--- config.mk ---
export PLATFORM = sky130hd
export DESIGN_NAME = zx_ula_top
export DESIGN_NICKNAME = d
export VERILOG_FILES = /design/src/rtl/zx_ula_pkg.sv /design/src/rtl/zx_clock_enables.sv /design/src/rtl/zx_display_timing.sv /design/src/rtl/zx_memory_map.sv /design/src/rtl/zx_sync_control.sv /design/src/rtl/zx_ula_top.sv
export SDC_FILE = /design/constraint.sdc
export NUM_CORES = 1
export LEC_CHECK = 0
export BUFFER_PORTS_ARGS = -buffer_cell sky130_fd_sc_hd__clkbuf_2
export CORE_MARGIN = 5
export CORE_UTILIZATION = 45
export CTS_CLUSTER_DIAMETER = 40
export DETAILED_ROUTE_END_ITERATION = 12
export GPL_ROUTABILITY_DRIVEN = 0
export GPL_TIMING_DRIVEN = 0
export PLACE_DENSITY = 0.75
export SETUP_SLACK_MARGIN = 0.2
export SLEW_MARGIN = 20
export SYNTH_ARGS = -nofsm -noshare
export SYNTH_HDL_FRONTEND = slang
export SYNTH_SLANG_ARGS = --single-unit
--- constraint.sdc ---
create_clock -name clk_sys -period 1.6 [get_ports clk_sys]
set_clock_uncertainty 0.05 [all_clocks]
set_input_delay 0.16 -clock clk_sys [delete_from_list [all_inputs] [get_ports clk_sys]]
set_output_delay 0.16 -clock clk_sys [all_outputs]
set_load 0.02 [all_outputs]
--- src/rtl/zx_ula_pkg.sv ---
/*
 * Shared timing constants, select codes and bus address views for the ULA.
 * Tick counts assume the clock-enable rates of zx_clock_enables.
 */
`default_nettype none

package zx_ula_pkg;

	// ========================================================================
	// Line timing
	// ========================================================================

	// Bus-driven line, counted in ce_sync ticks
	localparam int SYNC_LINE_TICKS = 207;
	localparam int HSYNC_ON_TICK   = 15;
	localparam int HSYNC_OFF_TICK  = 31;

	// Regenerated display line, counted in ce_pix ticks
	localparam int DISP_LINE_TICKS = 414;
	localparam int DISP_HSYNC_END  = 32;
	localparam int HBLANK_ON       = 400;
	localparam int HBLANK_OFF      = 72;

	// ========================================================================
	// Memory select and RAM size codes
	// ========================================================================

	localparam logic [1:0] SEL_NONE = 2'd0;
	localparam logic [1:0] SEL_ROM  = 2'd1;
	localparam logic [1:0] SEL_RAM  = 2'd2;

	localparam logic [1:0] RAM_16K = 2'd0;
	localparam logic [1:0] RAM_32K = 2'd1;
	localparam logic [1:0] RAM_48K = 2'd2;
	localparam logic [1:0] RAM_1K  = 2'd3;

	// Memory cycles decode 16K regions, port cycles only the low two bits
	typedef struct packed {
		logic [1:0]  region;
		logic        page;
		logic        bank_bit;
		logic [11:0] offset;
	} zx_mem_view_t;

	typedef struct packed {
		logic [13:0] upper;
		logic        nmi_off;
		logic        port_lo;  // low on a keyboard read
	} zx_io_view_t;

	typedef union packed {
		zx_mem_view_t mem;
		zx_io_view_t  io;
	} zx_addr_u;

endpackage

`default_nettype wire

--- src/rtl/zx_clock_enables.sv ---
/*
 * Clock enables from clk_sys. All outputs are one-cycle pulses.
 * Pixel rate is clk_sys/8, sync and CPU rates clk_sys/16.
 */
`timescale 1ns/10ps
`default_nettype none

module zx_clock_enables (
	input  logic clk_sys,
	input  logic reset,
	output logic ce_cpu_p,
	output logic ce_cpu_n,
	output logic ce_pix,
	output logic ce_sync
);

	logic [3:0] count;

	// Free-running divider
	always_ff @(posedge clk_sys) begin
		if (reset) begin
			count <= 4'd0;
		end else begin
			count <= count + 4'd1;
		end
	end

	// Registered pulses at fixed phases of the count
	always_ff @(posedge clk_sys) begin
		if (reset) begin
			ce_cpu_p <= 1'b0;
			ce_cpu_n <= 1'b0;
			ce_pix   <= 1'b0;
			ce_sync  <= 1'b0;
		end else begin
			// CPU edges half a period apart
			ce_cpu_p <= (count == 4'd0);
			ce_cpu_n <= (count == 4'd8);
			// Pixel at twice the sync rate
			ce_pix   <= (count[2:0] == 3'd0);
			ce_sync  <= (count == 4'd0);
		end
	end

endmodule

`default_nettype wire

--- src/rtl/zx_display_timing.sv ---
/*
 * Fixed-period display line with hsync and blanking, re-locked to the
 * bus-driven vertical sync. hsync and vsync are sampled on ce_pix only.
 */
`timescale 1ns/10ps
`default_nettype none

module zx_display_timing import zx_ula_pkg::*; #(
	parameter int LINE_TICKS = DISP_LINE_TICKS
) (
	input  logic clk_sys,
	input  logic reset,
	input  logic ce_pix,
	input  logic hsync,
	input  logic vsync,
	output logic disp_hsync,
	output logic disp_vsync,
	output logic hblank,
	output logic vblank
);

	localparam int CNT_W = $clog2(LINE_TICKS);

	logic [CNT_W-1:0] disp_count;
	logic [4:0]       vs_hist;
	logic             hsync_q;
	logic             hsync_rise;

	assign hsync_rise = hsync & ~hsync_q;

	always_ff @(posedge clk_sys) begin
		if (reset) begin
			disp_count <= '0;
			disp_hsync <= 1'b0;
			disp_vsync <= 1'b0;
			hblank     <= 1'b0;
			vblank     <= 1'b0;
			vs_hist    <= 5'd0;
			hsync_q    <= 1'b0;
		end else if (ce_pix) begin
			// Free-running line counter
			if (disp_count == CNT_W'(LINE_TICKS - 1)) begin
				disp_count <= '0;
			end else begin
				disp_count <= disp_count + 1'b1;
			end

			if (disp_count == '0) begin
				disp_hsync <= 1'b1;
			end
			if (disp_count == CNT_W'(DISP_HSYNC_END)) begin
				disp_hsync <= 1'b0;
			end

			if (disp_count == CNT_W'(HBLANK_ON)) begin
				hblank <= 1'b1;
			end
			if (disp_count == CNT_W'(HBLANK_OFF)) begin
				hblank <= 1'b0;
			end

			// Vertical sync history, one entry per bus line
			hsync_q <= hsync;
			if (hsync_rise) begin
				vs_hist    <= {vs_hist[3:0], vsync};
				vblank     <= |{vs_hist, vsync};
				disp_vsync <= vs_hist[2];
				// Re-lock the line once vsync has held for two lines
				if (&vs_hist[3:2]) begin
					disp_count <= '0;
				end
			end
		end
	end

endmodule

`default_nettype wire

--- src/rtl/zx_memory_map.sv ---
/*
 * ROM/RAM select and mapped address, decoded combinationally from the bus.
 * Model and RAM size are sampled only while reset is high; a change needs
 * a reset to take effect. ROM has priority over RAM.
 */
`timescale 1ns/10ps
`default_nettype none

module zx_memory_map import zx_ula_pkg::*; (
	input  logic        clk_sys,
	input  logic        reset,
	input  zx_addr_u    addr,
	input  logic        mreq_n,
	input  logic        m1_n,
	input  logic        model_zx80,
	input  logic [1:0]  ram_size,
	input  logic        low_ram,
	output logic        zx81_mode,
	output logic [1:0]  mem_sel,
	output logic [13:0] rom_addr,
	output logic [15:0] ram_addr
);

	// Internal size code is the ram_size code plus one
	localparam logic [1:0] SIZE_1K  = RAM_1K + 2'd1;
	localparam logic [1:0] SIZE_16K = RAM_16K + 2'd1;
	localparam logic [1:0] SIZE_32K = RAM_32K + 2'd1;

	logic [1:0]  size_code;
	logic        a15;
	logic        a14;
	logic [13:0] low14;
	logic        low16k;
	logic        ram_lo;
	logic        ram_hi;
	logic        rom_en;
	logic        ram_en;

	// ========================================================================
	// Configuration latch
	// ========================================================================

	always_ff @(posedge clk_sys) begin
		if (reset) begin
			zx81_mode <= ~model_zx80;
			size_code <= ram_size + 2'd1;
		end
	end

	// ========================================================================
	// Select decode
	// ========================================================================

	assign a15   = addr.mem.region[1];
	assign a14   = addr.mem.region[0];
	assign low14 = {addr.mem.page, addr.mem.bank_bit, addr.mem.offset};

	// Bottom 32K unless the size maps RAM above 8000
	assign low16k = ~a15 | ~size_code[1];
	// 8K window at 2000
	assign ram_lo = ~a14 & addr.mem.page & low16k;
	// Upper RAM for 32K and 48K
	// An M1 fetch at C000 with 48K sees the mirror instead
	assign ram_hi = a15 & size_code[1] & (~a14 | (m1_n & size_code[0]));

	// ZX80 ROM is 4K, ZX81 ROM 8K
	assign rom_en = ~a14 & ~addr.mem.page & (~addr.mem.bank_bit | zx81_mode) & low16k;
	assign ram_en = a14 | ram_hi | (ram_lo & low_ram);

	always_comb begin
		if (mreq_n) begin
			mem_sel = SEL_NONE;
		end else if (rom_en) begin
			mem_sel = SEL_ROM;
		end else if (ram_en) begin
			mem_sel = SEL_RAM;
		end else begin
			mem_sel = SEL_NONE;
		end
	end

	// ========================================================================
	// Mapped addresses
	// ========================================================================

	// ZX80 image sits at 2000 in the ROM array
	assign rom_addr = zx81_mode ? {1'b0, addr.mem.bank_bit, addr.mem.offset}
		: {2'b10, addr.mem.offset};

	always_comb begin
		if (ram_lo) begin
			ram_addr = {3'b001, addr.mem.bank_bit, addr.mem.offset};
		end else if (size_code == SIZE_1K) begin
			ram_addr = {6'b010000, addr.mem.offset[9:0]};
		end else if (size_code == SIZE_16K || !a15
			|| (size_code == SIZE_32K && a14)) begin
			// Main 16K and its C000 mirror for 32K
			ram_addr = {2'b01, low14};
		end else if (!a14) begin
			// Data 16K at 8000
			ram_addr = {2'b10, low14};
		end else begin
			// 48K at C000
			ram_addr = {m1_n, 1'b1, low14};
		end
	end

endmodule

`default_nettype wire

--- src/rtl/zx_sync_control.sv ---
/*
 * Line sync, NMI latch and vertical sync, all driven by Z80 bus cycles.
 * Strobes are sampled every clk_sys cycle; the bus must hold them for at
 * least one cycle. The NMI latch only moves in ZX81 mode.
 */
`timescale 1ns/10ps
`default_nettype none

module zx_sync_control import zx_ula_pkg::*; #(
	parameter int LINE_TICKS = SYNC_LINE_TICKS
) (
	input  logic     clk_sys,
	input  logic     reset,
	input  logic     ce_sync,
	input  zx_addr_u addr,
	input  logic     iorq_n,
	input  logic     rd_n,
	input  logic     wr_n,
	input  logic     m1_n,
	input  logic     halt_n,
	input  logic     zx81_mode,
	output logic     hsync,
	output logic     nmi_n,
	output logic     wait_n,
	output logic     vsync
);

	localparam int CNT_W = $clog2(LINE_TICKS);

	logic [CNT_W-1:0] sync_count;
	logic             nmi_latch;
	logic             vs;
	logic             int_ack;
	logic             io_write;
	logic             kbd_read;
	logic             nmi_port;

	// ========================================================================
	// Bus cycle decode
	// ========================================================================

	assign int_ack  = ~m1_n & ~iorq_n;
	assign io_write = ~iorq_n & ~wr_n;
	assign kbd_read = ~iorq_n & ~rd_n & ~addr.io.port_lo;
	// Exactly one of the two low bits selects an NMI port
	assign nmi_port = addr.io.port_lo ^ addr.io.nmi_off;

	// ========================================================================
	// Line sync counter
	// ========================================================================

	always_ff @(posedge clk_sys) begin
		if (reset) begin
			sync_count <= '0;
			hsync      <= 1'b0;
		end else if (int_ack) begin
			// Interrupt acknowledge restarts the line
			sync_count <= '0;
			hsync      <= 1'b0;
		end else if (ce_sync) begin
			if (sync_count == CNT_W'(LINE_TICKS - 1)) begin
				sync_count <= '0;
			end else begin
				sync_count <= sync_count + 1'b1;
			end
			if (sync_count == CNT_W'(HSYNC_ON_TICK)) begin
				hsync <= 1'b1;
			end
			if (sync_count == CNT_W'(HSYNC_OFF_TICK)) begin
				hsync <= 1'b0;
			end
		end
	end

	// ========================================================================
	// NMI generator and vertical sync
	// ========================================================================

	always_ff @(posedge clk_sys) begin
		if (reset) begin
			nmi_latch <= 1'b0;
		end else if (!zx81_mode) begin
			nmi_latch <= 1'b0;
		end else if (io_write && nmi_port) begin
			nmi_latch <= ~addr.io.nmi_off;
		end
	end

	always_ff @(posedge clk_sys) begin
		if (reset) begin
			vs    <= 1'b0;
			vsync <= 1'b0;
		end else begin
			// Keyboard read wins over a write in the same cycle
			if (kbd_read && !nmi_latch) begin
				vs <= 1'b1;
			end else if (io_write && !nmi_latch) begin
				vs <= 1'b0;
			end
			// Only follow vs outside of line sync
			if (!hsync) begin
				vsync <= vs;
			end
		end
	end

	assign nmi_n  = ~(nmi_latch & hsync);
	assign wait_n = halt_n | nmi_n;

endmodule

`default_nettype wire

--- src/rtl/zx_ula_top.sv ---
/*
 * ZX80/ZX81 ULA timing and memory map beside an external Z80 bus.
 * Line lengths are in ce_sync and ce_pix ticks. wait_n is reported only.
 */
`timescale 1ns/10ps
`default_nettype none

module zx_ula_top import zx_ula_pkg::*; #(
	parameter int SYNC_LINE_TICKS = zx_ula_pkg::SYNC_LINE_TICKS,
	parameter int DISP_LINE_TICKS = zx_ula_pkg::DISP_LINE_TICKS
) (
	input  logic        clk_sys,
	input  logic        reset,
	input  logic [15:0] addr,
	input  logic        mreq_n,
	input  logic        iorq_n,
	input  logic        rd_n,
	input  logic        wr_n,
	input  logic        m1_n,
	input  logic        halt_n,
	input  logic        model_zx80,
	input  logic [1:0]  ram_size,
	input  logic        low_ram,
	output logic        ce_cpu_p,
	output logic        ce_cpu_n,
	output logic        ce_pix,
	output logic        nmi_n,
	output logic        wait_n,
	output logic [1:0]  mem_sel,
	output logic [13:0] rom_addr,
	output logic [15:0] ram_addr,
	output logic        disp_hsync,
	output logic        disp_vsync,
	output logic        hblank,
	output logic        vblank
);

	logic ce_sync;
	logic hsync;
	logic vsync;
	logic zx81_mode;

	zx_clock_enables clock_enables_i (
		.clk_sys  (clk_sys),
		.reset    (reset),
		.ce_cpu_p (ce_cpu_p),
		.ce_cpu_n (ce_cpu_n),
		.ce_pix   (ce_pix),
		.ce_sync  (ce_sync)
	);

	zx_sync_control #(
		.LINE_TICKS (SYNC_LINE_TICKS)
	) sync_control_i (
		.clk_sys   (clk_sys),
		.reset     (reset),
		.ce_sync   (ce_sync),
		.addr      (zx_addr_u'(addr)),
		.iorq_n    (iorq_n),
		.rd_n      (rd_n),
		.wr_n      (wr_n),
		.m1_n      (m1_n),
		.halt_n    (halt_n),
		.zx81_mode (zx81_mode),
		.hsync     (hsync),
		.nmi_n     (nmi_n),
		.wait_n    (wait_n),
		.vsync     (vsync)
	);

	zx_display_timing #(
		.LINE_TICKS (DISP_LINE_TICKS)
	) display_timing_i (
		.clk_sys    (clk_sys),
		.reset      (reset),
		.ce_pix     (ce_pix),
		.hsync      (hsync),
		.vsync      (vsync),
		.disp_hsync (disp_hsync),
		.disp_vsync (disp_vsync),
		.hblank     (hblank),
		.vblank     (vblank)
	);

	zx_memory_map memory_map_i (
		.clk_sys    (clk_sys),
		.reset      (reset),
		.addr       (zx_addr_u'(addr)),
		.mreq_n     (mreq_n),
		.m1_n       (m1_n),
		.model_zx80 (model_zx80),
		.ram_size   (ram_size),
		.low_ram    (low_ram),
		.zx81_mode  (zx81_mode),
		.mem_sel    (mem_sel),
		.rom_addr   (rom_addr),
		.ram_addr   (ram_addr)
	);

endmodule

`default_nettype wire

Word-level counts from Yosys, hierarchy flattened
Index checks and enable logic that the tools add are counted.
{ "totals": {"in_bits": 28, "wordCells": 113, "regBits": 41} }
{ "classes": {"eq_ne": 10, "bitwise": 37, "n_addsub": 4, "mux": 20, "n_reduce_logical": 24} }
{ "ops": {"columns": ["operator", "count"], "rows": [
  ["$mux 16", 4],
  ["$mux 9", 3],
  ["$eq 9x9->1 const B", 2],
  ["$and 1x1->1", 15],
  ["$not 1->1", 15],
  ["$mux 14", 1],
  ["$reduce_and 2->1", 5],
  ["$add 9x1->9 const B", 1],
  ["$eq 9x6->1 const B", 1],
  ["$eq 9x7->1 const B", 1],
  ["$logic_not 9->1", 1],
  ["$add 8x1->8 const B", 1],
  ["$eq 8x4->1 const B", 1],
  ["$eq 8x5->1 const B", 1],
  ["$eq 8x8->1 const B", 1],
  ["$mux 1", 8],
  ["$mux 8", 1],
  ["$reduce_bool 2->1", 4],
  ["$mux 2", 3],
  ["$or 1x1->1", 6],
  ["$reduce_or 6->1", 1],
  ["$add 4x1->4 const B", 1],
  ["$eq 4x4->1 const B", 1],
  ["$logic_and 1x1->1", 4],
  ["10 further kinds", 13]
]} }

Longest topological paths before layout
Gate-level depths: netlist of the first run.
{ "depth": {"depth_word": 8, "ltp_mapped": 5} }

Hierarchy
Synthesis of the first run repeated with hierarchy kept, for this count alone.
{ "unflattened": {"hier_cells": 228, "hier_area_um2": 2112.0} }
{ "by_module_without_submodules": {"columns": ["module", "cells_each", "area_each_um2", "n_inst", "seq_area_each_um2"], "rows": [
  ["zx_display_timing", 93, 874.6, 1, 360.3],
  ["zx_sync_control", 67, 586.8, 1, 240.2],
  ["zx_memory_map", 45, 387.9, 1, 90.1],
  ["zx_clock_enables", 23, 262.8, 1, 140.1]
]} }

Worst setup path before layout of the first run
OpenSTA, ideal clock, no wires.
{ "synth_timing": {"path_kind": "flip-flop to flip-flop", "start": "register clock_enables_i.ce_pix", "end": "register display_timing_i.disp_count[7]", "path_stages_with_launch": 5, "slack_ns": 0.014, "path_buffers": 1, "period_less_slack_ns": 1.586, "arrival_time_ns": 1.457, "cell_sequence": "dfxtp_1 buf_4 nand4_2 or4_1 a211oi_2"} }
{ "synth_lines": {"columns": ["element", "line", "rtl"], "rows": [
  ["start, declared", "zx_clock_enables.sv:13", "output logic ce_pix,"],
  ["start signal, assigned", "zx_clock_enables.sv:40", "ce_pix <= (count[2:0] == 3'd0);"],
  ["end signal, assigned", "zx_display_timing.sv:45", "disp_count <= disp_count + 1'b1;"],
  ["end, declared", "zx_display_timing.sv:24", "logic [CNT_W-1:0] disp_count;"]
]} }

Final worst setup path of the first run
{ "layout_timing": {"start": "register display_timing_i.disp_count[0]", "end": "register display_timing_i.disp_hsync"} }
{ "layout_via": {"elab_chain_cells": 3, "elab_cells_between_ends": 5, "cone_classes": "1 x eq/ne; 1 x mux; 3 x reduce/logical"} }
{ "layout_rtl": {"columns": ["element", "line", "rtl"], "rows": [
  ["$eq 9x6->1 or $logic_not 9->1 (tied branches)", "zx_display_timing.sv:51, zx_display_timing.sv:48", null],
  ["$reduce_bool 2->1 (no line)", null, null],
  ["$reduce_and 2->1 (no line)", null, null],
  ["end signal, assigned", "zx_display_timing.sv:34", "disp_hsync <= 1'b0;"],
  ["end signal, assigned", "zx_display_timing.sv:49", "disp_hsync <= 1'b1;"],
  ["end signal, assigned", "zx_display_timing.sv:52", "disp_hsync <= 1'b0;"],
  ["end, declared", "zx_display_timing.sv:16", "output logic disp_hsync,"]
]} }
Several ways; a longest one is shown, not always the timed one.
A chain may end at the register's enable or synchronous reset.

==> impl_metrics.yaml, run 1 <==
worst_setup_path:
  cp-start-kind: "flop"
  crit_fanout: 3
  reg2reg_from: "display_timing_i.disp_count[0]"
  worstSetupEndpointType: "flop"
  ff2ff_setup_slack_ns: 0.05
  critPathKind: "reg2reg"
  worstPathRequired_ns: 1.77
  crit_arrival_ns: 1.72
  cp-endpoint: "display_timing_i.disp_hsync"
  crit_start: "display_timing_i.disp_count[0]"
  r2r_cells: 5
  reg2reg_to: "display_timing_i.disp_hsync"
synth:
  synth_common_cells: "dfxtp_1 (37), buf_4 (23), nor2_1 (16), inv_1 (14), nand2_1 (13)"
  synth_top_cell_by_area: "dfxtp_1"
  synth_top_cell_area_share: 0.3597
  async_flop_share: 0
  avgSynthCellArea_um2: 9.073
  ys_seq_area_frac: 0.4034
  synth_most_common_cell: "dfxtp_1"
  synthTopCellsByArea: "dfxtp_1 (36%), buf_4 (8.4%), mux2i_1 (4.4%), edfxtp_1 (4.4%), ha_1 (4.3%)"
  ys_seq_elements: 40
  synth-edff-count: 3
  synth_cell_types: 43
  yosysWarnings: 0
  synthFlopType: "dfxtp_1"
  synthesis.nets: 262
  synth_area_um2: 2059
  syn_inst: 227
clock_network:
  clk_path_buf_depth: 2
  clkTransAtPathRegs_ns: 0.08
  cts_tree: "built"
  cts_root_buf: "clkbuf_8"
  cts_buffers: 5
  cts_sinks: 40
  cts.htree.levels: 2
  clk_latency_ns: 0.29
  cts-hold-fix-buffers: 0
routing:
  wl_per_cell_um: 14.07
  drc_errors: 0
  vias_per_cell: 5.233
  drtAntennaViolNets: 0
  firstDrtPassIters: 4
  drt-initial-drc-count: 81
  routed-via-count: 1884
  routed_wl_um: 5066
pwr:
  irDropWorstVdd_mv: 0.5862
  cellPowerDensity_nw_per_um2: 777.3
  leakage_uw: 0.001247
  power.total_uw: 2225
die:
  io_pins: 69
  start_util: 0.4697
  num_rows: 24
  die_y_um: 77.65
  design.die.area_um2: 6030
  core_area_um2: 4384
  die_width_um: 77.65
cells_and_area:
  synthToLayoutAreaGrowth_pct: 39.00
  drive_above_1_share: 0.4740
  antenna-diode-count: 0
  finalCoreUtilization: 0.6530
  nNetsFinal: 342
  fill_cells: 347
job:
  maxCapViolCount: 0
sta:
  fin_ws_ns: 0.04777
  max_slew_margin: 0.6578
  slew_violations: 0
  fmax_ghz: 0.6442
  fin_crit_sh: 0.9701
  rsz0062_at_grt: "yes"
  worstMarginPinSlew_ns: 0.5133
  setup_viol: 0
  finalHoldViolCount: 0
  min_period_ns: 1.552
global_routing:
  grt_max_degree: 13
  antenna_found_initial: 0
  grt_pass1_vias: 1816
  grt_use_total: 0.1597
  grt_overflow_total: 0
  grt_pass1_wl_um: 8059
min_path:
  hold_path.class: "in2reg"
place:
  dp_slack_ns: 0.02313
  portBuffers: 60
  dp_hpwl_um: 3388
run_status:
  status: "complete, no violations"
==> flip-flops by register name, indices dropped and copies added, names as in the netlist <==
name,cells
display_timing_i.disp_count,9
sync_control_i.sync_count,8
display_timing_i.vs_hist,5
clock_enables_i.count,4
memory_map_i.size_code,2
clock_enables_i.ce_cpu_n,1
clock_enables_i.ce_cpu_p,1
clock_enables_i.ce_pix,1
display_timing_i.disp_hsync,1
display_timing_i.hblank,1
display_timing_i.hsync_q,1
display_timing_i.vblank,1
memory_map_i.zx81_mode,1
sync_control_i.hsync,1
sync_control_i.nmi_latch,1
sync_control_i.vs,1
sync_control_i.vsync,1
==> cells by family after synthesis <==
| group | Yosys count | share of synthesized area |
|---|---|---|
| AND/OR/NAND/NOR | 81 | 0.2236 |
| XOR/XNOR | 9 | 0.03828 |
| flip-flops | 40 | 0.4034 |
| adder cells (fa/ha/maj) | 7 | 0.04253 |
| AO/OA/AOI/OAI | 39 | 0.1294 |
| multiplexers | 9 | 0.04374 |
| buffers and inverters | 42 | 0.1191 |
==> report_power, final <==
part,switching (µW),internal [µW]
clock network,352,344
logic,238,221
registers,29.8,1040
total,619,1610
==> critical path, cell delays in order (launching register included) <==
cell,delay (ns)
dfxtp_4,0.36
inv_4,0.05
ha_4,0.12
or4b_4,0.47
or3_1,0.31
a21oi_1,0.12
==> layout by cell type, fill, tap and decap left out, types with 4 or more instances in the layout <==
cell type	instances
a211oi_1	7
a21oi_1	6
buf_4	35
buf_6	5
clkbuf_2	53
clkbuf_8	7
dfxtp_1	29
dfxtp_4	5
ha_4	4
inv_1	12
mux2i_1	9
nand2_1	12
nand3_1	5
nand4_1	6
nor2_1	14
nor3_1	5
o21ai_0	6
or3_1	5
xor2_1	6
==> layer usage <==
layer  share of wire  GRT usage  vias to the layer above
li1                -          -                      944
met1            0.41     0.1787                      889
met2            0.52     0.2813                       40
met3           0.046    0.04630                       11
met4           0.022    0.06529                        0
met5               0          0                        -
==> through the flow <==
stage                     hold WS [ns]  cell area (µm²)  setup TNS, ns  std cells
after global placement          0.3300             2437              0        339
after floorplan                 0.2225             2072              0        227
after CTS                      0.03866             2709              0        354
after global routing           0.04291             2863      -0.009496        360
after detailed placement        0.3391             2437              0        339
final                          0.04657             2863              0        360
==> layout make-up <==
type                       instances  area (µm²)  area share
tap                               52       65.06     0.02273
timing repair buffer              73       461.7      0.1613
clock inverter                     2       10.01    0.003496
multi-input combinational        145        1134      0.3960
inverter                          14       55.05     0.01923
buffer                            28       201.4     0.07037
clock buffer                       6       82.58     0.02885
sequential                        40       853.3      0.2981
==> repair_timing <==
item	in CTS	in global routing
pin swaps	7	8
setup endpoints to repair	19	24
gates resized for setup	31	37
setup buffers	7	6
==> worst min path at each step <==
stage,start,to,slack [ns],depth (start not counted)
2_1_floorplan,reset,memory_map_i.size_code[0],0.22,0
3_3_place_gp,model_zx80,memory_map_i.zx81_mode,0.33,2
3_5_place_dp,model_zx80,memory_map_i.zx81_mode,0.34,2
4_1_cts,model_zx80,memory_map_i.zx81_mode,0.04,2
5_1_grt,model_zx80,memory_map_i.zx81_mode,0.04,2
6_report,model_zx80,memory_map_i.zx81_mode,0.05,2
Note: power is estimated with default switching activity, not from simulation.
==> run 2, diff against run 1 <==
--- a/config.mk
+++ b/config.mk
@@ -7,12 +7,12 @@
 export LEC_CHECK = 0
 export BUFFER_PORTS_ARGS = -buffer_cell sky130_fd_sc_hd__clkbuf_2
 export CORE_MARGIN = 5
-export CORE_UTILIZATION = 45
+export CORE_UTILIZATION = 50
 export CTS_CLUSTER_DIAMETER = 40
 export DETAILED_ROUTE_END_ITERATION = 12
 export GPL_ROUTABILITY_DRIVEN = 0
 export GPL_TIMING_DRIVEN = 0
-export PLACE_DENSITY = 0.75
+export PLACE_DENSITY = 0.79
 export SETUP_SLACK_MARGIN = 0.2
 export SLEW_MARGIN = 20
 export SYNTH_ARGS = -nofsm -noshare
==> constraint.sdc (replaced) <==
create_clock -name clk_sys -period 1.53 [get_ports clk_sys]
set_clock_uncertainty 0.05 [all_clocks]
set_input_delay 0.153 -clock clk_sys [delete_from_list [all_inputs] [get_ports clk_sys]]
set_output_delay 0.153 -clock clk_sys [all_outputs]
set_load 0.02 [all_outputs]
==> impl_metrics.yaml, run 2 (synthesis results as in run 1) <==
worst_setup_path:
  reg2reg_from: "display_timing_i.disp_count[0]"
  crit_arrival_ns: 1.78
  worstPathRequired_ns: 1.71
  crit_start: "display_timing_i.disp_count[0]"
  r2r_cells: 5
  cp-endpoint: "display_timing_i.disp_hsync"
  reg2reg_to: "display_timing_i.disp_hsync"
  crit_fanout: 3
  cp_top_family: "simple AND/OR/NAND/NOR gates"
  crit_path_top_delay_cell: "or4b_4"
  worstSetupEndpointType: "flop"
  crit_cells: 5
  ff2ff_setup_slack_ns: -0.07
  cpPeakStageDelay_ns: 0.47
  critPathKind: "reg2reg"
  cp-start-kind: "flop"
  crit_buf_inv: 1
  path_cells: "inv_4 > ha_4 > or4b_4 > or3_4 > a21oi_2"
clock_network:
  clk_path_buf_depth: 2
  cts.htree.levels: 2
  cts-hold-fix-buffers: 0
  clk_latency_ns: 0.30
  cts_buffers: 5
  cts_sinks: 40
  cts_tree: "built"
  cts_root_buf: "clkbuf_8"
  clkTransAtPathRegs_ns: 0.08
cells_and_area:
  fill_cells: 239
  layout.area.seq_um2: 859.6
  drive_above_1_share: 0.5492
  largest_reg_flops: 9
  top_regs: "display_timing_i.disp_count (9), sync_control_i.sync_count (8), display_timing_i.vs_hist (5)"
  antenna-diode-count: 0
  finalCoreUtilization: 0.7770
  largest-register: "display_timing_i.disp_count"
  final_cell_mix: "clkbuf_2 (51), buf_4 (39), dfxtp_1 (26)"
  nNetsFinal: 349
  final_area_um2: 3108
  multi_input_area_um2: 1274
  final_common_cell: "clkbuf_2"
  synthToLayoutAreaGrowth_pct: 50.91
run_status:
  status: "complete, but fails checks"
  failed_checks: "setup timing"
die:
  start_util: 0.5149
  core_area_um2: 4000
  die_y_um: 74.18
  io_pins: 69
  design.die.area_um2: 5503
  num_rows: 23
  die_width_um: 74.18
global_routing:
  grt_overflow_total: 0
  grt_pass1_vias: 1789
  grt_use_total: 0.1887
  antenna_found_initial: 0
  grt_pass1_wl_um: 7928
  grt_max_degree: 14
sta:
  slew_violations: 0
  finalHoldViolCount: 0
  min_period_ns: 1.596
  rsz0062_at_grt: "yes"
  worstMarginPinSlew_ns: 0.5942
  fin_ws_ns: -0.06562
  setup_viol: 2
  max_slew_margin: 0.6039
  finalSetupTns_ns: -0.09329
  fin_crit_sh: 1.043
  fmax_ghz: 0.6267
routing:
  vias_per_cell: 5.515
  firstDrtPassIters: 4
  drtAntennaViolNets: 0
  wl_per_cell_um: 16.67
  routed_wl_um: 6084
  routed-via-count: 2013
  drt-initial-drc-count: 132
  drc_errors: 0
place:
  portBuffers: 60
  dp_slack_ns: -0.03908
  postPlaceCellArea_um2: 2447
  dp_hpwl_um: 3331
pwr:
  cellPowerDensity_nw_per_um2: 771.0
  irDropWorstVdd_mv: 0.5452
  leakage_uw: 0.001314
  power.total_uw: 2396
job:
  maxCapViolCount: 0
min_path:
  hold_path.class: "in2reg"
==> run 2: changes by cell type in the layout (fill, tap and decap cells not counted), sizes merged <==
cell      previous run  this run
buf                 45        53
clkbuf              62        61
clkinv               2         1
clkinvlp             0         1
==> run 2: metal layers <==
layer  track usage  routed length (µm)
met1        0.2065                2205
met3       0.05405                 280
met4        0.1147                 233
met5             0                   0
met2        0.3219                3365
==> run 2: layout make-up <==
| type | instances | area share |
|---|---|---|
| multi-input cells | 145 | 0.4098 |
| flip-flops and latches | 40 | 0.2766 |
| repair buffers | 80 | 0.1791 |
| plain buffers | 28 | 0.06924 |
| clock buffers | 6 | 0.02335 |
| well taps | 50 | 0.02013 |
| inverters | 14 | 0.01771 |
| clock inverters | 2 | 0.004026 |
==> run 2: how the worst min path moves through the flow <==
stage / startpoint / endpoint / depth (start not counted)
after floorplan: reset / memory_map_i.size_code[0] / 0
after CTS: model_zx80 / memory_map_i.zx81_mode / 2
after global routing: ram_size[0] / memory_map_i.size_code[0] / 2
final: model_zx80 / memory_map_i.zx81_mode / 2
after detailed placement: model_zx80 / memory_map_i.zx81_mode / 2
after global placement: model_zx80 / memory_map_i.zx81_mode / 2
==> run 2: power by group <==
group	internal, µW	leakage (µW)	switching, µW	total [µW]
Combinational	283	0.000936	288	571
Sequential	1090	0.000336	38.0	1130
Clock	319	0.0000412	380	699
==> run 2: repair_timing <==
action	in CTS	in global routing
gates resized for setup	49	57
setup buffers	9	11
setup endpoints to repair	22	31
pin swaps	11	17
==> run 2: through the flow <==
step           cells  hold WS, ns
2_1_floorplan    227       0.2155
3_3_place_gp     337       0.3241
3_5_place_dp     337       0.3242
4_1_cts          354     0.007192
5_1_grt          365      0.04062
6_report         365      0.03273
